`config.mk`:
```
export PLATFORM = sky130hd
export DESIGN_NAME = icache_top
export DESIGN_NICKNAME = d
export VERILOG_FILES = /design/src/logic/icache_pkg.sv /design/src/logic/icache_sram.sv /design/src/logic/icache_line_extract.sv /design/src/logic/icache_ctrl.sv /design/src/logic/icache_top.sv
export VERILOG_INCLUDE_DIRS = /design/src /design/src/logic
export SDC_FILE = /design/constraint.sdc
export NUM_CORES = 1
export LEC_CHECK = 0
export BUFFER_PORTS_ARGS = -buffer_cell sky130_fd_sc_hd__buf_2
export CORE_MARGIN = 10
export CORE_UTILIZATION = 50
export DETAILED_ROUTE_END_ITERATION = 12
export GPL_ROUTABILITY_DRIVEN = 0
export PLACE_DENSITY = 0.71
export SYNTH_ARGS = -nofsm -noshare
export SYNTH_HDL_FRONTEND = slang
export SYNTH_HIERARCHICAL = 1
export SYNTH_SLANG_ARGS = --single-unit
```
`constraint.sdc`:
```
create_clock -name clk_i -period 5.5 [get_ports clk_i]
set_input_delay 0.55 -clock clk_i [delete_from_list [all_inputs] [get_ports clk_i]]
set_output_delay 0.55 -clock clk_i [all_outputs]
set_load 0.01 [all_outputs]
```
`src/logic/icache_defines.svh`:
```
// #########################################################################
// Instruction cache geometry
// Fetch width, PC and field widths, line size and line count
// #########################################################################

`ifndef ICACHE_DEFINES_SVH
`define ICACHE_DEFINES_SVH

// Instructions handed to the decoder per fetch
`define ICACHE_FETCH_WIDTH 2

// Program counter width, in instructions
`define ICACHE_PC_WIDTH 8

// Warps per compute unit
`define ICACHE_NUM_WARPS 8

// Threads per warp, one active mask bit each
`define ICACHE_WARP_WIDTH 32

// Encoded instruction width
`define ICACHE_ENC_INST_WIDTH 4

// Log2 of instructions per line, also the memory interface width
`define ICACHE_LINE_IDX_BITS 2

// Number of cachelines, direct mapped
`define ICACHE_NUM_LINES 8

`endif

```
`src/logic/icache_pkg.sv`:
```
// #########################################################################
// Instruction cache package
// Derived widths and the types shared by the cache blocks
// #########################################################################

`include "icache_defines.svh"

package icache_pkg;

    // Derived geometry
    // PC = {tag, line select, line offset}
    localparam int unsigned LineInsts     = 1 << `ICACHE_LINE_IDX_BITS;
    localparam int unsigned LineSelBits   = $clog2(`ICACHE_NUM_LINES);
    localparam int unsigned TagBits       = `ICACHE_PC_WIDTH - `ICACHE_LINE_IDX_BITS
                                            - LineSelBits;
    localparam int unsigned LineAddrBits  = `ICACHE_PC_WIDTH - `ICACHE_LINE_IDX_BITS;
    localparam int unsigned WidBits       = $clog2(`ICACHE_NUM_WARPS);
    localparam int unsigned SubwarpIdBits = $clog2(`ICACHE_WARP_WIDTH);

    // Request metadata
    typedef logic [`ICACHE_PC_WIDTH-1:0]    pc_t;
    typedef logic [WidBits-1:0]             wid_t;
    typedef logic [SubwarpIdBits-1:0]       subwarp_id_t;
    typedef logic [`ICACHE_WARP_WIDTH-1:0]  act_mask_t;

    // Instructions, one bit or one entry per fetch slot
    typedef logic [`ICACHE_ENC_INST_WIDTH-1:0]        enc_inst_t;
    typedef logic [`ICACHE_FETCH_WIDTH-1:0]           fetch_mask_t;
    typedef enc_inst_t [`ICACHE_FETCH_WIDTH-1:0]      fetch_insts_t;

    // Cacheline and its addressing
    typedef enc_inst_t [LineInsts-1:0]          line_t;
    typedef logic [LineAddrBits-1:0]            line_addr_t;
    typedef logic [LineSelBits-1:0]             line_sel_t;
    typedef logic [TagBits-1:0]                 tag_t;
    typedef logic [`ICACHE_LINE_IDX_BITS-1:0]   line_off_t;

endpackage : icache_pkg

```
`src/logic/icache_sram.sv`:
```
// #########################################################################
// Single-port synchronous memory
// Registered read port, one word type per instance
// #########################################################################

`timescale 1ns/1ps
`include "icache_defines.svh"

module icache_sram
    import icache_pkg::*;
#(
    // Stored word, a tag or a full line
    parameter type         word_t   = logic,
    parameter int unsigned NumWords = `ICACHE_NUM_LINES
) (
    input  logic      clk_i,
    input  logic      rst_ni,

    // Access port
    input  logic      req_i,
    input  logic      we_i,
    input  line_sel_t addr_i,
    input  word_t     wdata_i,
    output word_t     rdata_o
);

    // Storage array
    word_t mem_q [NumWords];

    // Read data register
    word_t rdata_q;

    // Write updates the word at the edge
    always_ff @(posedge clk_i) begin
        if (req_i && we_i) begin
            mem_q[addr_i] <= wdata_i;
        end
    end

    // Read data valid one cycle after an enabled read
    // Holds its value while no read is issued
    always_ff @(posedge clk_i or negedge rst_ni) begin
        if (!rst_ni) begin
            rdata_q <= '0;
        end else if (req_i && !we_i) begin
            rdata_q <= mem_q[addr_i];
        end
    end

    assign rdata_o = rdata_q;

endmodule : icache_sram

```
`src/logic/icache_line_extract.sv`:
```
// #########################################################################
// Line extractor
// Picks the fetch slots out of a cacheline, clipped at the line end
// #########################################################################

`timescale 1ns/1ps
`include "icache_defines.svh"

module icache_line_extract
    import icache_pkg::*;
(
    // Source line and the request it serves
    input  line_t        line_i,
    input  pc_t          pc_i,
    input  fetch_mask_t  fetch_mask_i,

    // One valid bit and one instruction per slot
    output fetch_mask_t  valid_o,
    output fetch_insts_t inst_o
);

    // Offset of slot 0 within the line
    line_off_t line_off;

    assign line_off = pc_i[`ICACHE_LINE_IDX_BITS-1:0];

    // #########################################################################
    // Slot selection
    // #########################################################################

    always_comb begin
        // Slots past the line end stay zero
        valid_o = '0;
        inst_o  = '0;

        for (int k = 0; k < `ICACHE_FETCH_WIDTH; k++) begin
            // Slot k reads line entry offset + k
            if ((int'(line_off) + k) < LineInsts) begin
                valid_o[k] = fetch_mask_i[k];
                inst_o[k]  = line_i[line_off + line_off_t'(k)];
            end
        end
    end

endmodule : icache_line_extract

```
`src/logic/icache_ctrl.sv`:
```
// #########################################################################
// Instruction cache controller
// Lookup FSM, hit/miss decision, refill, flush and decoder handshake
// #########################################################################

`timescale 1ns/1ps
`include "icache_defines.svh"

module icache_ctrl
    import icache_pkg::*;
(
    input  logic         clk_i,
    input  logic         rst_ni,
    input  logic         flush_i,

    // Fetcher
    input  logic         fe_valid_i,
    input  pc_t          fe_pc_i,
    input  fetch_mask_t  fe_fetch_mask_i,
    input  act_mask_t    fe_act_mask_i,
    input  wid_t         fe_warp_id_i,
    input  subwarp_id_t  fe_subwarp_id_i,
    output logic         ic_ready_o,

    // Backing memory
    input  logic         mem_ready_i,
    output logic         mem_req_o,
    output line_addr_t   mem_addr_o,
    input  logic         mem_valid_i,
    input  line_t        mem_data_i,

    // Tag and line memories
    output logic         ram_req_o,
    output logic         ram_we_o,
    output line_sel_t    ram_sel_o,
    output tag_t         tag_wdata_o,
    input  tag_t         tag_rdata_i,

    // Hit and refill extractors
    output pc_t          req_pc_o,
    output fetch_mask_t  req_fetch_mask_o,
    output line_t        fill_line_o,
    input  fetch_mask_t  hit_valid_i,
    input  fetch_insts_t hit_inst_i,
    input  fetch_mask_t  fill_valid_i,
    input  fetch_insts_t fill_inst_i,

    // Decoder
    input  logic         dec_ready_i,
    output fetch_mask_t  ic_valid_o,
    output fetch_insts_t ic_inst_o,
    output pc_t          ic_pc_o,
    output fetch_mask_t  ic_fetch_mask_o,
    output act_mask_t    ic_act_mask_o,
    output wid_t         ic_warp_id_o,
    output subwarp_id_t  ic_subwarp_id_o
);

    // #########################################################################
    // Signals
    // #########################################################################

    typedef enum logic [1:0] {
        IDLE     = 2'd0,
        LOOKUP   = 2'd1,
        WAIT_MEM = 2'd2,
        WAIT_DEC = 2'd3
    } state_e;

    state_e state_q, state_d;

    // Flush latch and per-line valid bits
    logic                         flush_q, flush_d;
    logic [`ICACHE_NUM_LINES-1:0] line_valid_q, line_valid_d;

    // Valid bit of the line looked up, aligned with the tag read
    logic look_valid_q, look_valid_d;

    // Held request, loaded on acceptance
    logic        req_load;
    pc_t         req_pc_q;
    fetch_mask_t req_fetch_mask_q;
    act_mask_t   req_act_mask_q;
    wid_t        req_warp_id_q;
    subwarp_id_t req_subwarp_id_q;

    // Refill buffer
    logic  fill_load;
    line_t fill_line_q;

    line_sel_t fe_sel, req_sel;
    tag_t      req_tag;
    logic      hit;
    logic      out_hit, out_fill;

    // PC fields, {tag, select, offset}
    assign fe_sel  = fe_pc_i[LineSelBits+`ICACHE_LINE_IDX_BITS-1:`ICACHE_LINE_IDX_BITS];
    assign req_sel = req_pc_q[LineSelBits+`ICACHE_LINE_IDX_BITS-1:`ICACHE_LINE_IDX_BITS];
    assign req_tag = req_pc_q[`ICACHE_PC_WIDTH-1-:TagBits];

    assign hit = look_valid_q && (tag_rdata_i == req_tag);

    // Tag written on refill comes from the held PC
    assign tag_wdata_o      = req_tag;
    assign req_pc_o         = req_pc_q;
    assign req_fetch_mask_o = req_fetch_mask_q;
    assign fill_line_o      = fill_line_q;

    // #########################################################################
    // State machine
    // #########################################################################

    always_comb begin
        state_d      = state_q;
        flush_d      = flush_q | flush_i;
        line_valid_d = line_valid_q;
        look_valid_d = look_valid_q;
        req_load     = 1'b0;
        fill_load    = 1'b0;

        ic_ready_o = 1'b0;
        mem_req_o  = 1'b0;
        mem_addr_o = '0;
        ram_req_o  = 1'b0;
        ram_we_o   = 1'b0;
        ram_sel_o  = '0;

        case (state_q)
            IDLE: begin
                ic_ready_o = 1'b1;
            end
            LOOKUP: begin
                if (hit) begin
                    // Hit data is on the decoder outputs
                    if (dec_ready_i) begin
                        ic_ready_o = 1'b1;
                        state_d    = IDLE;
                    end
                end else begin
                    // Miss, request the whole line
                    mem_req_o  = 1'b1;
                    mem_addr_o = req_pc_q[`ICACHE_PC_WIDTH-1:`ICACHE_LINE_IDX_BITS];
                    if (mem_ready_i) begin
                        state_d = WAIT_MEM;
                    end
                end
            end
            WAIT_MEM: begin
                // Write tag and line, keep a copy for delivery
                if (mem_valid_i) begin
                    ram_req_o             = 1'b1;
                    ram_we_o              = 1'b1;
                    ram_sel_o             = req_sel;
                    line_valid_d[req_sel] = 1'b1;
                    fill_load             = 1'b1;
                    state_d               = WAIT_DEC;
                end
            end
            WAIT_DEC: begin
                if (dec_ready_i) begin
                    ic_ready_o = 1'b1;
                    state_d    = IDLE;
                end
            end
            default: begin
                state_d = IDLE;
            end
        endcase

        // Pending flush takes the idle cycle or the handshake
        if (ic_ready_o && flush_q) begin
            ic_ready_o   = 1'b0;
            line_valid_d = '0;
            flush_d      = flush_i;
        end else if (ic_ready_o && fe_valid_i) begin
            // Accept and start the lookup in both memories
            state_d      = LOOKUP;
            req_load     = 1'b1;
            ram_req_o    = 1'b1;
            ram_sel_o    = fe_sel;
            look_valid_d = line_valid_q[fe_sel];
        end
    end

    // #########################################################################
    // Decoder outputs
    // #########################################################################

    assign out_hit  = (state_q == LOOKUP) && hit;
    assign out_fill = (state_q == WAIT_DEC);

    always_comb begin
        ic_valid_o      = '0;
        ic_inst_o       = '0;
        ic_pc_o         = '0;
        ic_fetch_mask_o = '0;
        ic_act_mask_o   = '0;
        ic_warp_id_o    = '0;
        ic_subwarp_id_o = '0;

        if (out_hit) begin
            ic_valid_o = hit_valid_i;
            ic_inst_o  = hit_inst_i;
        end else if (out_fill) begin
            ic_valid_o = fill_valid_i;
            ic_inst_o  = fill_inst_i;
        end

        // Metadata passes through from the held request
        if (out_hit || out_fill) begin
            ic_pc_o         = req_pc_q;
            ic_fetch_mask_o = req_fetch_mask_q;
            ic_act_mask_o   = req_act_mask_q;
            ic_warp_id_o    = req_warp_id_q;
            ic_subwarp_id_o = req_subwarp_id_q;
        end
    end

    // #########################################################################
    // Registers
    // #########################################################################

    always_ff @(posedge clk_i or negedge rst_ni) begin
        if (!rst_ni) begin
            state_q      <= IDLE;
            flush_q      <= 1'b0;
            line_valid_q <= '0;
            look_valid_q <= 1'b0;
        end else begin
            state_q      <= state_d;
            flush_q      <= flush_d;
            line_valid_q <= line_valid_d;
            look_valid_q <= look_valid_d;
        end
    end

    // Request payload and refill buffer
    always_ff @(posedge clk_i) begin
        if (req_load) begin
            req_pc_q         <= fe_pc_i;
            req_fetch_mask_q <= fe_fetch_mask_i;
            req_act_mask_q   <= fe_act_mask_i;
            req_warp_id_q    <= fe_warp_id_i;
            req_subwarp_id_q <= fe_subwarp_id_i;
        end
        if (fill_load) begin
            fill_line_q <= mem_data_i;
        end
    end

endmodule : icache_ctrl

```
`src/logic/icache_top.sv`:
```
// #########################################################################
// Direct-mapped instruction cache
// Sits between the warp fetcher and the instruction decoder
// #########################################################################

`timescale 1ns/1ps
`include "icache_defines.svh"

module icache_top
    import icache_pkg::*;
(
    input  logic         clk_i,
    input  logic         rst_ni,
    input  logic         flush_i,

    // Fetcher
    input  logic         fe_valid_i,
    input  pc_t          fe_pc_i,
    input  fetch_mask_t  fe_fetch_mask_i,
    input  act_mask_t    fe_act_mask_i,
    input  wid_t         fe_warp_id_i,
    input  subwarp_id_t  fe_subwarp_id_i,
    output logic         ic_ready_o,

    // Backing memory
    input  logic         mem_ready_i,
    output logic         mem_req_o,
    output line_addr_t   mem_addr_o,
    input  logic         mem_valid_i,
    input  line_t        mem_data_i,

    // Decoder
    input  logic         dec_ready_i,
    output fetch_mask_t  ic_valid_o,
    output fetch_insts_t ic_inst_o,
    output pc_t          ic_pc_o,
    output fetch_mask_t  ic_fetch_mask_o,
    output act_mask_t    ic_act_mask_o,
    output wid_t         ic_warp_id_o,
    output subwarp_id_t  ic_subwarp_id_o
);

    // Shared memory port
    logic      ram_req, ram_we;
    line_sel_t ram_sel;
    tag_t      tag_wdata, tag_rdata;
    line_t     line_rdata;

    // Extractor inputs and results
    pc_t          req_pc;
    fetch_mask_t  req_fetch_mask;
    line_t        fill_line;
    fetch_mask_t  hit_valid, fill_valid;
    fetch_insts_t hit_inst, fill_inst;

    icache_ctrl i_ctrl (
        .clk_i            ( clk_i           ),
        .rst_ni           ( rst_ni          ),
        .flush_i          ( flush_i         ),
        .fe_valid_i       ( fe_valid_i      ),
        .fe_pc_i          ( fe_pc_i         ),
        .fe_fetch_mask_i  ( fe_fetch_mask_i ),
        .fe_act_mask_i    ( fe_act_mask_i   ),
        .fe_warp_id_i     ( fe_warp_id_i    ),
        .fe_subwarp_id_i  ( fe_subwarp_id_i ),
        .ic_ready_o       ( ic_ready_o      ),
        .mem_ready_i      ( mem_ready_i     ),
        .mem_req_o        ( mem_req_o       ),
        .mem_addr_o       ( mem_addr_o      ),
        .mem_valid_i      ( mem_valid_i     ),
        .mem_data_i       ( mem_data_i      ),
        .ram_req_o        ( ram_req         ),
        .ram_we_o         ( ram_we          ),
        .ram_sel_o        ( ram_sel         ),
        .tag_wdata_o      ( tag_wdata       ),
        .tag_rdata_i      ( tag_rdata       ),
        .req_pc_o         ( req_pc          ),
        .req_fetch_mask_o ( req_fetch_mask  ),
        .fill_line_o      ( fill_line       ),
        .hit_valid_i      ( hit_valid       ),
        .hit_inst_i       ( hit_inst        ),
        .fill_valid_i     ( fill_valid      ),
        .fill_inst_i      ( fill_inst       ),
        .dec_ready_i      ( dec_ready_i     ),
        .ic_valid_o       ( ic_valid_o      ),
        .ic_inst_o        ( ic_inst_o       ),
        .ic_pc_o          ( ic_pc_o         ),
        .ic_fetch_mask_o  ( ic_fetch_mask_o ),
        .ic_act_mask_o    ( ic_act_mask_o   ),
        .ic_warp_id_o     ( ic_warp_id_o    ),
        .ic_subwarp_id_o  ( ic_subwarp_id_o )
    );

    // Tag memory
    icache_sram #(
        .word_t   ( tag_t             ),
        .NumWords ( `ICACHE_NUM_LINES )
    ) i_tag_mem (
        .clk_i   ( clk_i     ),
        .rst_ni  ( rst_ni    ),
        .req_i   ( ram_req   ),
        .we_i    ( ram_we    ),
        .addr_i  ( ram_sel   ),
        .wdata_i ( tag_wdata ),
        .rdata_o ( tag_rdata )
    );

    // Line memory, written straight from the memory response
    icache_sram #(
        .word_t   ( line_t            ),
        .NumWords ( `ICACHE_NUM_LINES )
    ) i_line_mem (
        .clk_i   ( clk_i      ),
        .rst_ni  ( rst_ni     ),
        .req_i   ( ram_req    ),
        .we_i    ( ram_we     ),
        .addr_i  ( ram_sel    ),
        .wdata_i ( mem_data_i ),
        .rdata_o ( line_rdata )
    );

    // Hit path
    icache_line_extract i_hit_extract (
        .line_i       ( line_rdata     ),
        .pc_i         ( req_pc         ),
        .fetch_mask_i ( req_fetch_mask ),
        .valid_o      ( hit_valid      ),
        .inst_o       ( hit_inst       )
    );

    // Refill path, reads the held line
    icache_line_extract i_fill_extract (
        .line_i       ( fill_line      ),
        .pc_i         ( req_pc         ),
        .fetch_mask_i ( req_fetch_mask ),
        .valid_o      ( fill_valid     ),
        .inst_o       ( fill_inst      )
    );

endmodule : icache_top

```
==> key figures <==
Run status
  • Status: finished clean

Placed design
  • Pre-CTS WS: 1.58 ns
  • Placed Area: 0.0112 mm²
  • HPWL Detailed: approximately 16000 µm
  • PortBufs: 140

Critical path
  • R2R Setup Slk: 1.56 ns
  • Crit Path Class: reg -> reg
  • Critical path launch point type: register
  • Crit path DAT: 4.36 ns
  • Req. time, crit path: 5.92 ns
  • CP max FO: between 50 and 60
  • Kind of end point of the critical path: register

Die
  • Num rows: 52
  • Die Span Y: ~160 µm
  • Die area: 0.0268 mm²
  • I/O pin cnt: 141
  • Initial Util: 51.0%
  • Die Wd: ~160 µm
  • Core area: 0.0202 mm²

GRT
  • Initial antenna violation count: 0
  • First-pass GRT wire length: 35000 µm
  • Vias in the first global route: between 5000 and 6000
  • Total gr overflow: 0
  • Largest net degree at the start of global routing: 57
  • GR Util All Layers: 16.7%

Logic synthesis
  • Synthesized cell area: 0.0103 mm²
  • Mapped Cells: 615
  • Yosys warns: 6
  • Synth async-reset ratio: 12.4%
  • Syn Nets: 690
  • Sequential share of the synthesized area: 71.0%
  • Synth unique cells: 38
  • Synth area leader: edfxtp_1
  • Ranking of synthesized cells by area: edfxtp_1 63%, dfrtp_1 7.5%, mux2i_1 7.4%, mux4_2 4.6%, and2_1 3.6%
  • Primary FF master, synth: edfxtp_1
  • Flops & latches, synth: 249
  • EDFF count, synth: 218
  • Yosys top cell area share: 63.5%
  • Syn avg cell area: 16.8 µm²

Detailed routing
  • Drt drc: 0
  • Post-DRT Antenna Nets: 0
  • 1st-iter DRT viols: 481
  • Mean number of vias per cell: 5.51
  • Avg WL per Cell: 22.0 µm
  • Pre-antenna DRT Iters: 5
  • Overall routed net length: approximately 23000 µm
  • Routed vias: ~5800

CTS
  • # clock sinks: 249
  • Worst skew pair latency: slightly above 0.5 ns
  • TritonCTS clock tree: built
  • H-tree Lvls: 1
  • Clk slew on worst S/H paths: approximately 0.060 ns
  • Cts-stage hold buffer count: 0
  • # Post-CTS Setup Buffers: 0
  • Post-CTS resize count: 0
  • Num CTS Buffers: 25
  • Root buf cell: clkbuf_16
  • Worst-case clock buffer depth: 3

Power and ir drop
  • Leak: around 4.3 nW
  • Maximum VDD drop: 303 µV
  • Total power: 5.16 mW
  • Psw: 1.41 mW
  • Clk pwr share: 31.3%
  • Cell Pwr Density: 429 mW/mm²
  • Sequential Power Share: 46.5%
  • Comb power frac: 22.2%
  • Pint: 3.74 mW
  • Switch share: between 20% and 30%

Timing
  • Post-route setup TNS: 0 ns
  • Max Fclk: between 200 and 300 MHz
  • Final WS setup: between 1.5 and 2 ns
  • Slew headroom: 23.4%
  • Least-Margin Pin Slew: 1.14 ns
  • RSZ-0062 raised after global routing: false
  • Setup violations, final: 0
  • Minimum clock period: 3.94 ns
  • Slew Limit Fails: 0
  • Final Hold Viols: 0
  • Fin Hold WS: 0.133 ns
  • Tcrit/Tclk final: 71.7%
  • Clk_skew: 0.00920 ns

Layout
  • Multi-input logic area: 0.00277 mm²
  • P&R area growth vs syn: 16.7%
  • Register area: roughly 0.0073 mm²
  • Fraction of layout cells with a size suffix above 1: 28.4%
  • # diodes: 0
  • Final net count: roughly 830
  • Post-layout instance area: about 0.012 mm²
  • Fill cell count: 1550

Worst hold path
  • Hold Crit Class: in -> async

Job
  • Max-cap viol count: 0
## registers in the layout (all words and copies together) (netlist names)
signal                   cells
i_ctrl/req_subwarp_id_q      5
i_line_mem/mem_q           128
i_ctrl/flush_q               1
i_ctrl/req_warp_id_q         3
i_ctrl/line_valid_q          8
i_tag_mem/mem_q             24
i_line_mem/rdata_o          16
i_ctrl/req_pc_o              8
i_ctrl/req_fetch_mask_o      2
i_tag_mem/rdata_o            3
i_ctrl/fill_line_o          16
i_ctrl/req_act_mask_q       32
i_ctrl/state_q               2
i_ctrl/look_valid_q          1
## cell usage after synthesis (all sizes together), types with 2 or more instances
cell / n
nand3b: 4
o21ai: 4
clkbuf: 15
nor2b: 14
a22o: 13
nor2: 40
and3b: 2
nor3: 4
edfxtp: 218
dfrtp: 31
a21oi: 7
nand2: 7
buf: 23
mux2i: 76
xnor2: 3
nand2b: 8
a31oi: 18
mux2: 2
o22a: 32
a21o: 2
ha: 2
mux4: 21
nand3: 2
and2: 59
## per-layer routing
layer	GRT usage (%)	share of wire, %
met5	0	0
met2	27.5	48
met4	4.31	2.1
met3	4.78	9.1
met1	21.4	41
## power by group through the flow
stage | Combinational (mW) | Clock (mW) | Sequential, mW
after floorplan | 0.882 | 0 | 2.37
after global placement | 1.12 | 0 | 2.42
after detailed placement | 1.15 | 0 | 2.43
after CTS | 1.16 | 1.65 | 2.39
after global routing | 1.25 | 1.74 | 2.42
final | 1.15 | 1.61 | 2.40
## placed cells by master (no fill, tap or decap), drive strengths merged, types with 7 or more instances in the layout
cell / instances
edfxtp: 218
buf: 154
mux2i: 76
and2: 59
nor2: 40
clkbuf: 40
o22a: 32
dfrtp: 31
mux4: 21
a31oi: 18
nor2b: 14
a22o: 13
nand2b: 8
nand2: 7
a21oi: 7
## cell families after synthesis
family,after synthesis,synth area share (%)
flip-flops,249,71.0
AND/OR/NAND/NOR,145,7.92
multiplexers,99,12.2
AO/OA/AOI/OAI,78,5.85
buffers and inverters,39,2.55
XOR/XNOR,3,0.255
adder cells (fa/ha/maj),2,0.243
## critical path, cell delays in order (launching register included)
cell and delay, ns:
edfxtp_1 0.55, xnor2_1 0.33, a41oi_2 0.37, nor4bb_4 0.42
buf_4 0.59, a22o_1 0.48, nand2_1 0.53, o22a_1 0.38
a31oi_1 0.20
## per-stage QoR
step	cells	util [%]
final	1046	59.5
after global routing	1046	59.5
after CTS	1046	59.5
after detailed placement	1001	55.5
after global placement	1001	55.5
after floorplan	615	-
## area by class of cell
type,count,share of cell area (%)
sequential,249,60.9
multi-input combinational,327,23.0
timing repair buffer,154,6.70
clock buffer,40,6.18
tap,270,2.81
clock inverter,5,0.406
inverter,1,0.0312
## path summary, 6_finish.rpt
kind                                                         start                                  end  cells after the start
worst max-delay path                  i_ctrl/req_pc_o[6]$_DFFE_PP_    i_line_mem/rdata_o[7]$_DFFE_PN0P_                      8
worst min-delay path                                        rst_ni          i_ctrl/state_q[1]$_DFF_PN0_                      1
worst max register to register        i_ctrl/req_pc_o[6]$_DFFE_PP_    i_line_mem/rdata_o[7]$_DFFE_PN0P_                      8
worst min register to register  i_ctrl/line_valid_q[6]$_DFFE_PN0P_   i_ctrl/line_valid_q[6]$_DFFE_PN0P_                      2
max in group asynchronous                                   rst_ni    i_line_mem/rdata_o[0]$_DFFE_PN0P_                      1
min in group clk_i                               fe_act_mask_i[28]  i_ctrl/req_act_mask_q[28]$_DFFE_PP_                      1
No activity file was read; power rests on OpenSTA's default activity.
